==> src/logic/cpu_pkg.sv <==
package cpu_pkg;

localparam int REG_NUM    = 32;
localparam int REG_ADDR_W = 5;
localparam int ROB_DEPTH  = 8;
localparam int ROB_IDX_W  = 3;
localparam int RS_DEPTH   = 4;
localparam int RS_IDX_W   = 2;

// major opcodes
localparam logic [5:0] OP_RTYPE = 6'h00;
localparam logic [5:0] OP_ADDI  = 6'h08;
localparam logic [5:0] OP_SLTI  = 6'h0a;
localparam logic [5:0] OP_ANDI  = 6'h0c;
localparam logic [5:0] OP_ORI   = 6'h0d;
localparam logic [5:0] OP_XORI  = 6'h0e;
localparam logic [5:0] OP_LUI   = 6'h0f;

// funct field of r-format
localparam logic [5:0] FN_SLL = 6'h00;
localparam logic [5:0] FN_ADD = 6'h20;
localparam logic [5:0] FN_SUB = 6'h22;
localparam logic [5:0] FN_AND = 6'h24;
localparam logic [5:0] FN_OR  = 6'h25;
localparam logic [5:0] FN_XOR = 6'h26;
localparam logic [5:0] FN_SLT = 6'h2a;

localparam logic [3:0] ALU_ADD = 4'd0;
localparam logic [3:0] ALU_SUB = 4'd1;
localparam logic [3:0] ALU_AND = 4'd2;
localparam logic [3:0] ALU_OR  = 4'd3;
localparam logic [3:0] ALU_XOR = 4'd4;
localparam logic [3:0] ALU_SLT = 4'd5;
localparam logic [3:0] ALU_SLL = 4'd6;
localparam logic [3:0] ALU_LUI = 4'd7;

typedef union packed {
	struct packed {
		logic [5:0] opcode;
		logic [4:0] rs;
		logic [4:0] rt;
		logic [4:0] rd;
		logic [4:0] shamt;
		logic [5:0] funct;
	} r;
	struct packed {
		logic [5:0]  opcode;
		logic [4:0]  rs;
		logic [4:0]  rt;
		logic [15:0] imm;
	} i;
} instr_t;

endpackage

==> src/logic/regfile.sv <==
`timescale 1ns/100ps

module regfile import cpu_pkg::*; (
	input  logic                  clk,
	input  logic                  rst_n,
	input  logic [REG_ADDR_W-1:0] raddr_a,
	input  logic [REG_ADDR_W-1:0] raddr_b,
	output logic [31:0]           rdata_a,
	output logic [31:0]           rdata_b,
	input  logic                  we,
	input  logic [REG_ADDR_W-1:0] waddr,
	input  logic [31:0]           wdata
);

logic [31:0] regs [REG_NUM];
logic        wr_en;

// r0 is never written, so it keeps its reset value
assign wr_en = we && (waddr != '0);

always_ff @(posedge clk) begin
	if (!rst_n) begin
		for (int i = 0; i < REG_NUM; i++)
			regs[i] <= '0;
	end else if (wr_en) begin
		regs[waddr] <= wdata;
	end
end

// write-through on same address
assign rdata_a = (wr_en && waddr == raddr_a) ? wdata : regs[raddr_a];
assign rdata_b = (wr_en && waddr == raddr_b) ? wdata : regs[raddr_b];

endmodule

==> src/logic/reg_status.sv <==
`timescale 1ns/100ps

module reg_status import cpu_pkg::*; (
	input  logic                  clk,
	input  logic                  rst_n,
	input  logic [REG_ADDR_W-1:0] raddr_a,
	input  logic [REG_ADDR_W-1:0] raddr_b,
	output logic                  busy_a,
	output logic                  busy_b,
	output logic [ROB_IDX_W-1:0]  tag_a,
	output logic [ROB_IDX_W-1:0]  tag_b,
	input  logic                  status_set,
	input  logic [REG_ADDR_W-1:0] status_set_addr,
	input  logic [ROB_IDX_W-1:0]  status_set_tag,
	input  logic                  status_clr,
	input  logic [REG_ADDR_W-1:0] status_clr_addr,
	input  logic [ROB_IDX_W-1:0]  status_clr_tag
);

logic [REG_NUM-1:0]   busy;
logic [ROB_IDX_W-1:0] prod_tag [REG_NUM];

assign busy_a = busy[raddr_a];
assign busy_b = busy[raddr_b];
assign tag_a  = prod_tag[raddr_a];
assign tag_b  = prod_tag[raddr_b];

always_ff @(posedge clk) begin
	if (!rst_n) begin
		busy <= '0;
	end else begin
		// only the youngest producer may release the register
		if (status_clr && prod_tag[status_clr_addr] == status_clr_tag)
			busy[status_clr_addr] <= 1'b0;
		// later assignment, so a set wins over a clear
		if (status_set && status_set_addr != '0)
			busy[status_set_addr] <= 1'b1;
	end
end

always_ff @(posedge clk) begin
	if (status_set)
		prod_tag[status_set_addr] <= status_set_tag;
end

endmodule

==> src/logic/rob.sv <==
`timescale 1ns/100ps

module rob import cpu_pkg::*; (
	input  logic                  clk,
	input  logic                  rst_n,
	input  logic                  rob_push,
	input  logic [REG_ADDR_W-1:0] rob_push_waddr,
	output logic [ROB_IDX_W-1:0]  rob_tail,
	output logic                  rob_full,
	input  logic                  cdb_valid,
	input  logic [ROB_IDX_W-1:0]  cdb_tag,
	input  logic [31:0]           cdb_value,
	input  logic [ROB_IDX_W-1:0]  rob_raddr_a,
	input  logic [ROB_IDX_W-1:0]  rob_raddr_b,
	output logic                  rob_done_a,
	output logic [31:0]           rob_value_a,
	output logic                  rob_done_b,
	output logic [31:0]           rob_value_b,
	output logic                  rob_head_valid,
	output logic                  rob_head_done,
	output logic [REG_ADDR_W-1:0] rob_head_waddr,
	output logic [31:0]           rob_head_value,
	output logic [ROB_IDX_W-1:0]  rob_head_tag,
	input  logic                  rob_pop
);

logic [REG_ADDR_W-1:0] ent_waddr [ROB_DEPTH];
logic [31:0]           ent_value [ROB_DEPTH];
logic [ROB_DEPTH-1:0]  ent_done;
logic [ROB_IDX_W-1:0]  head;
logic [ROB_IDX_W-1:0]  tail;
logic [ROB_IDX_W:0]    count;

assign rob_tail = tail;
assign rob_full = (count == ROB_DEPTH);

assign rob_done_a  = ent_done[rob_raddr_a];
assign rob_value_a = ent_value[rob_raddr_a];
assign rob_done_b  = ent_done[rob_raddr_b];
assign rob_value_b = ent_value[rob_raddr_b];

assign rob_head_valid = (count != '0);
assign rob_head_done  = ent_done[head];
assign rob_head_waddr = ent_waddr[head];
assign rob_head_value = ent_value[head];
assign rob_head_tag   = head;

always_ff @(posedge clk) begin
	if (!rst_n) begin
		head     <= '0;
		tail     <= '0;
		count    <= '0;
		ent_done <= '0;
	end else begin
		// pointers wrap naturally, depth is a power of two
		if (rob_push) begin
			tail           <= tail + 1'b1;
			ent_done[tail] <= 1'b0;
		end
		if (cdb_valid)
			ent_done[cdb_tag] <= 1'b1;
		if (rob_pop)
			head <= head + 1'b1;
		case ({rob_push, rob_pop})
			2'b10:   count <= count + 1'b1;
			2'b01:   count <= count - 1'b1;
			default: count <= count;
		endcase
	end
end

always_ff @(posedge clk) begin
	if (rob_push)
		ent_waddr[tail] <= rob_push_waddr;
	if (cdb_valid)
		ent_value[cdb_tag] <= cdb_value;
end

endmodule

==> src/logic/instr_fetch.sv <==
`timescale 1ns/100ps

module instr_fetch (
	input  logic        clk,
	input  logic        rst_n,
	output logic        imem_read,
	output logic [31:0] imem_addr,
	input  logic [31:0] imem_rdata,
	output logic        fetch_valid,
	output logic [31:0] fetch_instr,
	input  logic        fetch_ack
);

logic [31:0] pc;
logic        pending;
logic [31:0] ibuf [2];
logic        rd_ptr;
logic        wr_ptr;
logic [1:0]  count;
logic [1:0]  count_next;

assign imem_addr   = pc;
assign fetch_valid = (count != 2'd0);
assign fetch_instr = ibuf[rd_ptr];

// occupancy after this cycle, returning word included
assign count_next = count + {1'b0, pending} - {1'b0, fetch_ack};

always_ff @(posedge clk) begin
	if (!rst_n) begin
		pc        <= '0;
		imem_read <= 1'b0;
		pending   <= 1'b0;
		rd_ptr    <= 1'b0;
		wr_ptr    <= 1'b0;
		count     <= '0;
	end else begin
		// request only if the word can land in the buffer
		imem_read <= (count_next + {1'b0, imem_read}) < 2'd2;
		pending   <= imem_read;
		if (imem_read)
			pc <= pc + 32'd4;
		if (pending)
			wr_ptr <= ~wr_ptr;
		if (fetch_ack)
			rd_ptr <= ~rd_ptr;
		count <= count_next;
	end
end

always_ff @(posedge clk) begin
	if (pending)
		ibuf[wr_ptr] <= imem_rdata;
end

endmodule

==> src/logic/instr_issue.sv <==
`timescale 1ns/100ps

module instr_issue import cpu_pkg::*; (
	input  logic                  fetch_valid,
	input  logic [31:0]           fetch_instr,
	output logic                  fetch_ack,
	output logic [REG_ADDR_W-1:0] raddr_a,
	output logic [REG_ADDR_W-1:0] raddr_b,
	input  logic [31:0]           rdata_a,
	input  logic [31:0]           rdata_b,
	input  logic                  busy_a,
	input  logic [ROB_IDX_W-1:0]  tag_a,
	input  logic                  busy_b,
	input  logic [ROB_IDX_W-1:0]  tag_b,
	output logic [ROB_IDX_W-1:0]  rob_raddr_a,
	output logic [ROB_IDX_W-1:0]  rob_raddr_b,
	input  logic                  rob_done_a,
	input  logic [31:0]           rob_value_a,
	input  logic                  rob_done_b,
	input  logic [31:0]           rob_value_b,
	input  logic                  cdb_valid,
	input  logic [ROB_IDX_W-1:0]  cdb_tag,
	input  logic [31:0]           cdb_value,
	input  logic                  rob_full,
	input  logic [ROB_IDX_W-1:0]  rob_tail,
	output logic                  rob_push,
	output logic [REG_ADDR_W-1:0] rob_push_waddr,
	output logic                  status_set,
	output logic [REG_ADDR_W-1:0] status_set_addr,
	output logic [ROB_IDX_W-1:0]  status_set_tag,
	input  logic                  rs_full,
	output logic                  rs_push,
	output logic [3:0]            rs_alu_op,
	output logic [31:0]           rs_val_a,
	output logic                  rs_rdy_a,
	output logic [ROB_IDX_W-1:0]  rs_tag_a,
	output logic [31:0]           rs_val_b,
	output logic                  rs_rdy_b,
	output logic [ROB_IDX_W-1:0]  rs_tag_b,
	output logic [ROB_IDX_W-1:0]  rs_tag
);

instr_t                ins;
logic [3:0]            alu_op;
logic [REG_ADDR_W-1:0] dest;
logic                  b_is_imm;
logic [31:0]           imm;
logic [32:0]           res_a;
logic [32:0]           res_b;

// returns {ready, value}
function automatic logic [32:0] resolve(
	input logic        busy,
	input logic [31:0] rf_val,
	input logic        rob_done,
	input logic [31:0] rob_val,
	input logic        cdb_hit,
	input logic [31:0] cdb_val
);
	if (!busy)
		return {1'b1, rf_val};
	if (rob_done)
		return {1'b1, rob_val};
	if (cdb_hit)
		return {1'b1, cdb_val};
	return {1'b0, 32'b0};
endfunction

assign ins = fetch_instr;

// unused operands read r0, which resolves to a ready zero
always_comb begin
	alu_op   = ALU_ADD;
	dest     = '0;
	raddr_a  = '0;
	raddr_b  = '0;
	b_is_imm = 1'b1;
	imm      = '0;
	case (ins.r.opcode)
		OP_RTYPE: begin
			dest     = ins.r.rd;
			raddr_a  = ins.r.rs;
			raddr_b  = ins.r.rt;
			b_is_imm = 1'b0;
			case (ins.r.funct)
				FN_ADD: alu_op = ALU_ADD;
				FN_SUB: alu_op = ALU_SUB;
				FN_AND: alu_op = ALU_AND;
				FN_OR:  alu_op = ALU_OR;
				FN_XOR: alu_op = ALU_XOR;
				FN_SLT: alu_op = ALU_SLT;
				FN_SLL: begin
					// shifts rt by shamt
					alu_op   = ALU_SLL;
					raddr_a  = ins.r.rt;
					raddr_b  = '0;
					b_is_imm = 1'b1;
					imm      = {27'b0, ins.r.shamt};
				end
				default: begin
					// unknown funct retires as 0 into r0
					dest     = '0;
					raddr_a  = '0;
					raddr_b  = '0;
					b_is_imm = 1'b1;
				end
			endcase
		end
		OP_ADDI, OP_SLTI, OP_ANDI, OP_ORI, OP_XORI, OP_LUI: begin
			dest    = ins.i.rt;
			raddr_a = (ins.i.opcode == OP_LUI) ? '0 : ins.i.rs;
			imm     = {16'b0, ins.i.imm};
			case (ins.i.opcode)
				OP_ADDI: begin
					alu_op = ALU_ADD;
					imm    = {{16{ins.i.imm[15]}}, ins.i.imm};
				end
				OP_SLTI: begin
					alu_op = ALU_SLT;
					imm    = {{16{ins.i.imm[15]}}, ins.i.imm};
				end
				OP_ANDI: alu_op = ALU_AND;
				OP_ORI:  alu_op = ALU_OR;
				OP_XORI: alu_op = ALU_XOR;
				default: alu_op = ALU_LUI;
			endcase
		end
		default: ;
	endcase
end

assign res_a = resolve(busy_a, rdata_a, rob_done_a, rob_value_a,
	cdb_valid && cdb_tag == tag_a, cdb_value);
assign res_b = b_is_imm ? {1'b1, imm} : resolve(busy_b, rdata_b, rob_done_b, rob_value_b,
	cdb_valid && cdb_tag == tag_b, cdb_value);

assign rob_raddr_a = tag_a;
assign rob_raddr_b = tag_b;

assign fetch_ack = fetch_valid && !rob_full && !rs_full;

assign rob_push        = fetch_ack;
assign rob_push_waddr  = dest;
assign status_set      = fetch_ack;
assign status_set_addr = dest;
assign status_set_tag  = rob_tail;

assign rs_push   = fetch_ack;
assign rs_alu_op = alu_op;
assign rs_rdy_a  = res_a[32];
assign rs_val_a  = res_a[31:0];
assign rs_tag_a  = tag_a;
assign rs_rdy_b  = res_b[32];
assign rs_val_b  = res_b[31:0];
assign rs_tag_b  = tag_b;
assign rs_tag    = rob_tail;

endmodule

==> src/logic/instr_exec.sv <==
`timescale 1ns/100ps

module instr_exec import cpu_pkg::*; (
	input  logic                 clk,
	input  logic                 rst_n,
	input  logic                 rs_push,
	input  logic [3:0]           rs_alu_op,
	input  logic [31:0]          rs_val_a,
	input  logic                 rs_rdy_a,
	input  logic [ROB_IDX_W-1:0] rs_tag_a,
	input  logic [31:0]          rs_val_b,
	input  logic                 rs_rdy_b,
	input  logic [ROB_IDX_W-1:0] rs_tag_b,
	input  logic [ROB_IDX_W-1:0] rs_tag,
	output logic                 rs_full,
	output logic                 cdb_valid,
	output logic [ROB_IDX_W-1:0] cdb_tag,
	output logic [31:0]          cdb_value
);

logic [RS_DEPTH-1:0]  ent_valid;
logic [RS_DEPTH-1:0]  ent_rdy_a;
logic [RS_DEPTH-1:0]  ent_rdy_b;
logic [3:0]           ent_op    [RS_DEPTH];
logic [31:0]          ent_val_a [RS_DEPTH];
logic [31:0]          ent_val_b [RS_DEPTH];
logic [ROB_IDX_W-1:0] ent_tag_a [RS_DEPTH];
logic [ROB_IDX_W-1:0] ent_tag_b [RS_DEPTH];
logic [ROB_IDX_W-1:0] ent_tag   [RS_DEPTH];

logic [ROB_IDX_W-1:0] next_tag;
logic [RS_IDX_W-1:0]  alloc_idx;
logic [RS_IDX_W-1:0]  sel_idx;
logic                 sel_found;
logic [ROB_IDX_W-1:0] sel_age;
logic [ROB_IDX_W-1:0] age;
logic                 wake_a;
logic                 wake_b;
logic [31:0]          op_a;
logic [31:0]          op_b;
logic [31:0]          alu_result;

assign rs_full = &ent_valid;
assign wake_a  = cdb_valid && (cdb_tag == rs_tag_a);
assign wake_b  = cdb_valid && (cdb_tag == rs_tag_b);

// lowest free slot
always_comb begin
	alloc_idx = '0;
	for (int i = RS_DEPTH - 1; i >= 0; i--) begin
		if (!ent_valid[i])
			alloc_idx = RS_IDX_W'(i);
	end
end

// age relative to the rob tail, smallest is oldest
always_comb begin
	sel_found = 1'b0;
	sel_idx   = '0;
	sel_age   = '0;
	age       = '0;
	for (int i = 0; i < RS_DEPTH; i++) begin
		age = ent_tag[i] - next_tag;
		if (ent_valid[i] && ent_rdy_a[i] && ent_rdy_b[i] && (!sel_found || age < sel_age)) begin
			sel_found = 1'b1;
			sel_idx   = RS_IDX_W'(i);
			sel_age   = age;
		end
	end
end

assign op_a = ent_val_a[sel_idx];
assign op_b = ent_val_b[sel_idx];

always_comb begin
	case (ent_op[sel_idx])
		ALU_ADD: alu_result = op_a + op_b;
		ALU_SUB: alu_result = op_a - op_b;
		ALU_AND: alu_result = op_a & op_b;
		ALU_OR:  alu_result = op_a | op_b;
		ALU_XOR: alu_result = op_a ^ op_b;
		ALU_SLT: alu_result = {31'b0, $signed(op_a) < $signed(op_b)};
		ALU_SLL: alu_result = op_a << op_b[4:0];
		ALU_LUI: alu_result = {op_b[15:0], 16'b0};
		default: alu_result = '0;
	endcase
end

always_ff @(posedge clk) begin
	if (!rst_n) begin
		ent_valid <= '0;
		ent_rdy_a <= '0;
		ent_rdy_b <= '0;
		next_tag  <= '0;
		cdb_valid <= 1'b0;
	end else begin
		for (int i = 0; i < RS_DEPTH; i++) begin
			if (cdb_valid && ent_tag_a[i] == cdb_tag)
				ent_rdy_a[i] <= 1'b1;
			if (cdb_valid && ent_tag_b[i] == cdb_tag)
				ent_rdy_b[i] <= 1'b1;
		end
		if (sel_found)
			ent_valid[sel_idx] <= 1'b0;
		if (rs_push) begin
			ent_valid[alloc_idx] <= 1'b1;
			ent_rdy_a[alloc_idx] <= rs_rdy_a || wake_a;
			ent_rdy_b[alloc_idx] <= rs_rdy_b || wake_b;
			next_tag             <= rs_tag + 1'b1;
		end
		cdb_valid <= sel_found;
	end
end

always_ff @(posedge clk) begin
	for (int i = 0; i < RS_DEPTH; i++) begin
		if (cdb_valid && !ent_rdy_a[i] && ent_tag_a[i] == cdb_tag)
			ent_val_a[i] <= cdb_value;
		if (cdb_valid && !ent_rdy_b[i] && ent_tag_b[i] == cdb_tag)
			ent_val_b[i] <= cdb_value;
	end
	if (rs_push) begin
		ent_op[alloc_idx]    <= rs_alu_op;
		ent_val_a[alloc_idx] <= rs_rdy_a ? rs_val_a : cdb_value;
		ent_val_b[alloc_idx] <= rs_rdy_b ? rs_val_b : cdb_value;
		ent_tag_a[alloc_idx] <= rs_tag_a;
		ent_tag_b[alloc_idx] <= rs_tag_b;
		ent_tag[alloc_idx]   <= rs_tag;
	end
	cdb_tag   <= ent_tag[sel_idx];
	cdb_value <= alu_result;
end

endmodule

==> src/logic/instr_commit.sv <==
`timescale 1ns/100ps

module instr_commit import cpu_pkg::*; (
	input  logic                  rob_head_valid,
	input  logic                  rob_head_done,
	input  logic [REG_ADDR_W-1:0] rob_head_waddr,
	input  logic [31:0]           rob_head_value,
	input  logic [ROB_IDX_W-1:0]  rob_head_tag,
	output logic                  rob_pop,
	output logic                  reg_we,
	output logic [REG_ADDR_W-1:0] reg_waddr,
	output logic [31:0]           reg_wdata,
	output logic                  status_clr,
	output logic [REG_ADDR_W-1:0] status_clr_addr,
	output logic [ROB_IDX_W-1:0]  status_clr_tag,
	output logic                  commit_valid,
	output logic [REG_ADDR_W-1:0] commit_waddr,
	output logic [31:0]           commit_wdata
);

logic retire;

assign retire = rob_head_valid && rob_head_done;

assign rob_pop = retire;

// r0 commits are reported but not written
assign reg_we    = retire && (rob_head_waddr != '0);
assign reg_waddr = rob_head_waddr;
assign reg_wdata = rob_head_value;

assign status_clr      = retire;
assign status_clr_addr = rob_head_waddr;
assign status_clr_tag  = rob_head_tag;

assign commit_valid = retire;
assign commit_waddr = rob_head_waddr;
assign commit_wdata = rob_head_value;

endmodule

==> src/logic/cpu_core.sv <==
`timescale 1ns/100ps

module cpu_core import cpu_pkg::*; (
	input  logic                  clk,
	input  logic                  rst_n,
	output logic                  imem_read,
	output logic [31:0]           imem_addr,
	input  logic [31:0]           imem_rdata,
	output logic                  commit_valid,
	output logic [REG_ADDR_W-1:0] commit_waddr,
	output logic [31:0]           commit_wdata
);

// fetch to issue
logic        fetch_valid, fetch_ack;
logic [31:0] fetch_instr;

// register file and status
logic [REG_ADDR_W-1:0] raddr_a, raddr_b, reg_waddr;
logic [31:0]           rdata_a, rdata_b, reg_wdata;
logic                  reg_we, busy_a, busy_b;
logic [ROB_IDX_W-1:0]  tag_a, tag_b;
logic                  status_set, status_clr;
logic [REG_ADDR_W-1:0] status_set_addr, status_clr_addr;
logic [ROB_IDX_W-1:0]  status_set_tag, status_clr_tag;

// rob
logic                  rob_push, rob_pop, rob_full;
logic [REG_ADDR_W-1:0] rob_push_waddr, rob_head_waddr;
logic [ROB_IDX_W-1:0]  rob_tail, rob_raddr_a, rob_raddr_b, rob_head_tag;
logic                  rob_done_a, rob_done_b, rob_head_valid, rob_head_done;
logic [31:0]           rob_value_a, rob_value_b, rob_head_value;

// reservation station and cdb
logic                 rs_push, rs_full, rs_rdy_a, rs_rdy_b, cdb_valid;
logic [3:0]           rs_alu_op;
logic [31:0]          rs_val_a, rs_val_b, cdb_value;
logic [ROB_IDX_W-1:0] rs_tag_a, rs_tag_b, rs_tag, cdb_tag;

regfile regfile_inst (
	.clk,
	.rst_n,
	.raddr_a,
	.raddr_b,
	.rdata_a,
	.rdata_b,
	.we    ( reg_we    ),
	.waddr ( reg_waddr ),
	.wdata ( reg_wdata )
);

reg_status reg_status_inst (
	.clk,
	.rst_n,
	.raddr_a,
	.raddr_b,
	.busy_a,
	.busy_b,
	.tag_a,
	.tag_b,
	.status_set,
	.status_set_addr,
	.status_set_tag,
	.status_clr,
	.status_clr_addr,
	.status_clr_tag
);

rob rob_inst (
	.clk,
	.rst_n,
	.rob_push,
	.rob_push_waddr,
	.rob_tail,
	.rob_full,
	.cdb_valid,
	.cdb_tag,
	.cdb_value,
	.rob_raddr_a,
	.rob_raddr_b,
	.rob_done_a,
	.rob_value_a,
	.rob_done_b,
	.rob_value_b,
	.rob_head_valid,
	.rob_head_done,
	.rob_head_waddr,
	.rob_head_value,
	.rob_head_tag,
	.rob_pop
);

instr_fetch instr_fetch_inst (
	.clk,
	.rst_n,
	.imem_read,
	.imem_addr,
	.imem_rdata,
	.fetch_valid,
	.fetch_instr,
	.fetch_ack
);

instr_issue instr_issue_inst (
	.fetch_valid,
	.fetch_instr,
	.fetch_ack,
	.raddr_a,
	.raddr_b,
	.rdata_a,
	.rdata_b,
	.busy_a,
	.tag_a,
	.busy_b,
	.tag_b,
	.rob_raddr_a,
	.rob_raddr_b,
	.rob_done_a,
	.rob_value_a,
	.rob_done_b,
	.rob_value_b,
	.cdb_valid,
	.cdb_tag,
	.cdb_value,
	.rob_full,
	.rob_tail,
	.rob_push,
	.rob_push_waddr,
	.status_set,
	.status_set_addr,
	.status_set_tag,
	.rs_full,
	.rs_push,
	.rs_alu_op,
	.rs_val_a,
	.rs_rdy_a,
	.rs_tag_a,
	.rs_val_b,
	.rs_rdy_b,
	.rs_tag_b,
	.rs_tag
);

instr_exec instr_exec_inst (
	.clk,
	.rst_n,
	.rs_push,
	.rs_alu_op,
	.rs_val_a,
	.rs_rdy_a,
	.rs_tag_a,
	.rs_val_b,
	.rs_rdy_b,
	.rs_tag_b,
	.rs_tag,
	.rs_full,
	.cdb_valid,
	.cdb_tag,
	.cdb_value
);

instr_commit instr_commit_inst (
	.rob_head_valid,
	.rob_head_done,
	.rob_head_waddr,
	.rob_head_value,
	.rob_head_tag,
	.rob_pop,
	.reg_we,
	.reg_waddr,
	.reg_wdata,
	.status_clr,
	.status_clr_addr,
	.status_clr_tag,
	.commit_valid,
	.commit_waddr,
	.commit_wdata
);

endmodule

==> config.mk <==
export PLATFORM = sky130hd
export DESIGN_NAME = cpu_core
export DESIGN_NICKNAME = d
export VERILOG_FILES = /design/src/logic/cpu_pkg.sv /design/src/logic/regfile.sv /design/src/logic/reg_status.sv /design/src/logic/rob.sv /design/src/logic/instr_fetch.sv /design/src/logic/instr_issue.sv /design/src/logic/instr_exec.sv /design/src/logic/instr_commit.sv /design/src/logic/cpu_core.sv
export SDC_FILE = /design/constraint.sdc
export NUM_CORES = 2
export LEC_CHECK = 0
export ABC_AREA = 1
export BUFFER_PORTS_ARGS = -buffer_cell sky130_fd_sc_hd__buf_4
export CAP_MARGIN = 10
export CORE_MARGIN = 2
export CORE_UTILIZATION = 40
export DETAILED_ROUTE_END_ITERATION = 6
export PLACE_DENSITY = 0.58
export SLEW_MARGIN = 0
export SYNTH_ARGS = -nofsm -noshare
export SYNTH_HDL_FRONTEND = slang
export SYNTH_HIERARCHICAL = 1
export SYNTH_SLANG_ARGS = --single-unit
==> constraint.sdc <==
create_clock -name clk -period 22.6 [get_ports clk]
set_input_delay 1.13 -clock clk [delete_from_list [all_inputs] [get_ports clk]]
set_output_delay 1.13 -clock clk [all_outputs]
set_load 0.005 [all_outputs]
==> results_dict.tcl <==
set metrics [dict create \
    outcome "complete, but fails checks" \
    violations "DRC" \
    vias 103572 \
    timing.fmax_mhz 92.9 \
    core.rowCount 195 \
    syn-instance-count 14364 \
    dieArea_um2 287000 \
    critical_path_class "reg2reg" \
    holdPathStages 1 \
    synth_top_area_share_pct 47.5 \
    postPlaceCellArea_um2 116000 \
    grt_pass1_vias 95483 \
    io_pins 105 \
    clk_pin_slew_ns 0.06 \
    htreeDepth 4 \
    synthAdderAreaFrac_pct 1.49 \
    core_area_um2 282000 \
    worst_slew_pin_slew_ns 1.28 \
    synthTopCellsByArea "edfxtp_1, nand2_1, nand3_1" \
    worstSetupStartpointType "flip-flop" \
    slew_headroom_pct 14.2 \
    grt_pass1_wl_um 651000 \
    area_delta_synth_final_pct 8.64 \
    cts_resized 0 \
    synth-compound-area-share_pct 8.75 \
    worst_setup_path_end_kind "flip-flop" \
    grt_max_degree 171 \
    dr_wl_met2_um 195000 \
    clockBufferDepth 4 \
    ys_ff_latch 1929 \
    hold_buffers 0 \
    drtIter0Drc 14673 \
    wire_per_inst_um 25.6 \
    regArea_um2 56500 \
    r2r-end "instr_exec_inst/cdb_value[25]" \
    antenna_left 0 \
    synth_edf_count 1788 \
    nets 13954 \
    gr-total-overflow 0 \
    ir_drop_uv 111 \
    cts_tree "yes" \
    critPathMaxFanout 47 \
    postCtsSetupBuffers 0 \
    nFillCells 27939 \
    die_height_um 535 \
    holdCritStartpoint "imem_rdata[5]" \
    wl_um 454000 \
    cts-root-buf "clkbuf_16" \
    met1Wirelength_um 179000 \
    fin_area_um2 123000 \
    synthMuxAreaShare_pct 0.930 \
    yosys.area.top_type "edfxtp_1" \
    worstHoldEndpoint "instr_fetch_inst/ibuf[0][5]" \
    powerDensity_nw_per_um2 106 \
    finalCritPeriodShare_pct 47.6 \
    reg2reg_from "instr_exec_inst/next_tag[0]" \
    ys_warn_count 6 \
    drv_cap 0 \
    initial_utilization_pct 40.1 \
    track_usage_pct 30.5 \
    reg2reg_slack_ns 11.84 \
    slew_viol_final 0 \
    max_stage_delay_ns 0.66 \
    total_leakage_power_nw 49.1 \
    gp_congestion 0.968 \
    fin_tns_setup_ns 0 \
    seq_area_frac_synth_pct 50.0 \
    syn_area_um2 113000 \
    clk_latency_ns 0.92 \
    multi_input_area_um2 49100 \
    hold_viol_final 0 \
    yosys.area_share.simple_pct 31.1 \
    reg2regPathDepth 49 \
    cpMostUsedCell "nand2_1" \
    syn_avg_cell_area_um2 7.86 \
    synth-async-reset-ratio_pct 0 \
    fin_ws_ns 11.84 \
    cpMaxStageDelayCell "nand2_2" \
    die_w_um 535 \
    cts_buffers 224 \
    hp-class "in2reg" \
    crit_required_ns 23.31 \
    preCtsSetupSlack_ns 12.18 \
    drc_errors 3 \
    antenna_found_initial 15 \
    hpwlAfterDp_um 273000 \
    routed.top_layer "met5" \
    synth_xor_area_share_pct 0.551 \
    utilization_pct 43.6 \
    cp.arrival_ns 11.48 \
    synth_top_family_by_area "simple AND/OR/NAND/NOR gates" \
    met3_length_um 54200 \
    avgViaCountPerCell 5.85 \
    synth_cell_types 68 \
    layout_min_cycle_time_ns 10.76 \
    numClockSinks 1929 \
    drt-pass1-iter-count 7 \
    final-setup-viol-count 0 \
    rsz0062_at_grt "false" \
    port_buffers 102 \
    drive_above_1_share_pct 7.03 \
    synthFlopType "edfxtp_1" \
    finClkSkew_ns 0.0876 \
]
==> state kept, by name (all words and copies together), names as in the netlist, 8 cells and up, named ones only <==
register / flops
regfile_inst/regs: 1024
rob_inst/ent_value: 256
instr_exec_inst/ent_val_a: 128
instr_exec_inst/ent_val_b: 128
reg_status_inst/prod_tag: 96
instr_fetch_inst/ibuf: 64
rob_inst/ent_waddr: 40
instr_exec_inst/cdb_value: 32
reg_status_inst/busy: 32
instr_fetch_inst/imem_addr: 30
instr_exec_inst/ent_op: 16
instr_exec_inst/ent_tag: 12
instr_exec_inst/ent_tag_a: 12
instr_exec_inst/ent_tag_b: 12
rob_inst/ent_done: 8
==> how the worst max path moves through the flow <==
stage                                        startpoint                             to  slack (ns)
after CTS                   instr_exec_inst/next_tag[0]  instr_exec_inst/cdb_value[27]       12.04
after global placement    instr_exec_inst/ent_tag[0][0]  instr_exec_inst/cdb_value[27]       12.13
after floorplan           instr_exec_inst/ent_tag[0][0]  instr_exec_inst/cdb_value[26]       15.38
after global routing        instr_exec_inst/next_tag[0]  instr_exec_inst/cdb_value[27]       11.05
after detailed placement    instr_exec_inst/next_tag[0]  instr_exec_inst/cdb_value[27]       12.18
final                       instr_exec_inst/next_tag[0]  instr_exec_inst/cdb_value[25]       11.84
==> through the flow <==
step                      hold slack, ns  cells  total power, W
after floorplan                    0.443  14396         0.00767
after global placement             0.459  17305         0.00933
after detailed placement           0.463  17305         0.00933
after CTS                          0.339  17706          0.0129
after global routing               0.368  17709          0.0136
final                              0.398  17716          0.0130
==> cells in the final DEF, fill, tap and decap left out, types with 138 or more instances in the layout <==
cell	count
dfxtp_1	138
clkbuf_16	224
nor2_1	1749
nand2_1	4056
a21oi_1	494
buf_4	353
nand3_1	2203
o21ai_0	1076
inv_1	635
edfxtp_1	1788
==> kinds of logic after synthesis <==
| family | after synthesis |
|---|---|
| xor gates and xnor gates | 71 |
| muxes | 101 |
| AOI/OAI and AO/OA | 1864 |
| adders and majority gates | 131 |
| other | 3 |
| buffers and inverters | 1876 |
| and+or+nand+nor | 8389 |
| DFF | 1929 |
==> worst max-delay path: cells and delay by family (launching register included) <==
family,cells,cell delay (ns)
AO/OA/AOI/OAI,13,3.71
adder cells (fa/ha/maj),6,1.92
flip-flops,1,0.42
buffers and inverters,6,1.43
AND/OR/NAND/NOR,23,2.89
XOR/XNOR,1,0.15
==> routing by layer <==
layer  track usage [%]  vias up
li1                  -    46944
met1              41.0    49135
met2              45.5     6315
met3              7.66     1162
met4              15.6       16
met5                 0        -
==> cell usage after synthesis (all sizes together), types with 3 or more instances <==
master	number
a21boi	8
xnor2	22
o21a	22
o221ai	36
clkbuf	669
o31ai	6
clkinv	5
o2111ai	5
nand2	4152
a21oi	495
conb	3
o21bai	3
nand3	2206
nor3b	5
fa	6
nor4	8
or2	64
and2	4
a32oi	7
o211ai	33
mux2i	69
nor3	58
nand3b	47
buf	527
inv	675
edfxtp	1788
a211oi	4
dfxtp	141
a22oi	6
nor2	1801
ha	125
a31oi	14
mux2	32
o21ai	1134
nand4	41
xor2	49
o22ai	84
==> report_power, final <==
group | internal (W) | leakage (nW) | total (W) | switching [W]
logic | 0.00129 | 26.9 | 0.00496 | 0.00367
registers | 0.00430 | 18.7 | 0.00445 | 0.000158
clock network | 0.00202 | 3.39 | 0.00356 | 0.00154
==> layout make-up <==
type | instances | share of cell area (%)
clock inverters | 126 | 0.885
diodes | 9 | 0.0184
flip-flops and latches | 1929 | 46.1
multi-input cells | 10591 | 40.0
inverters | 680 | 2.12
repair buffers | 363 | 2.33
clock buffers | 275 | 4.77
well taps | 3743 | 3.82
Power figures use the tool's default switching activity.
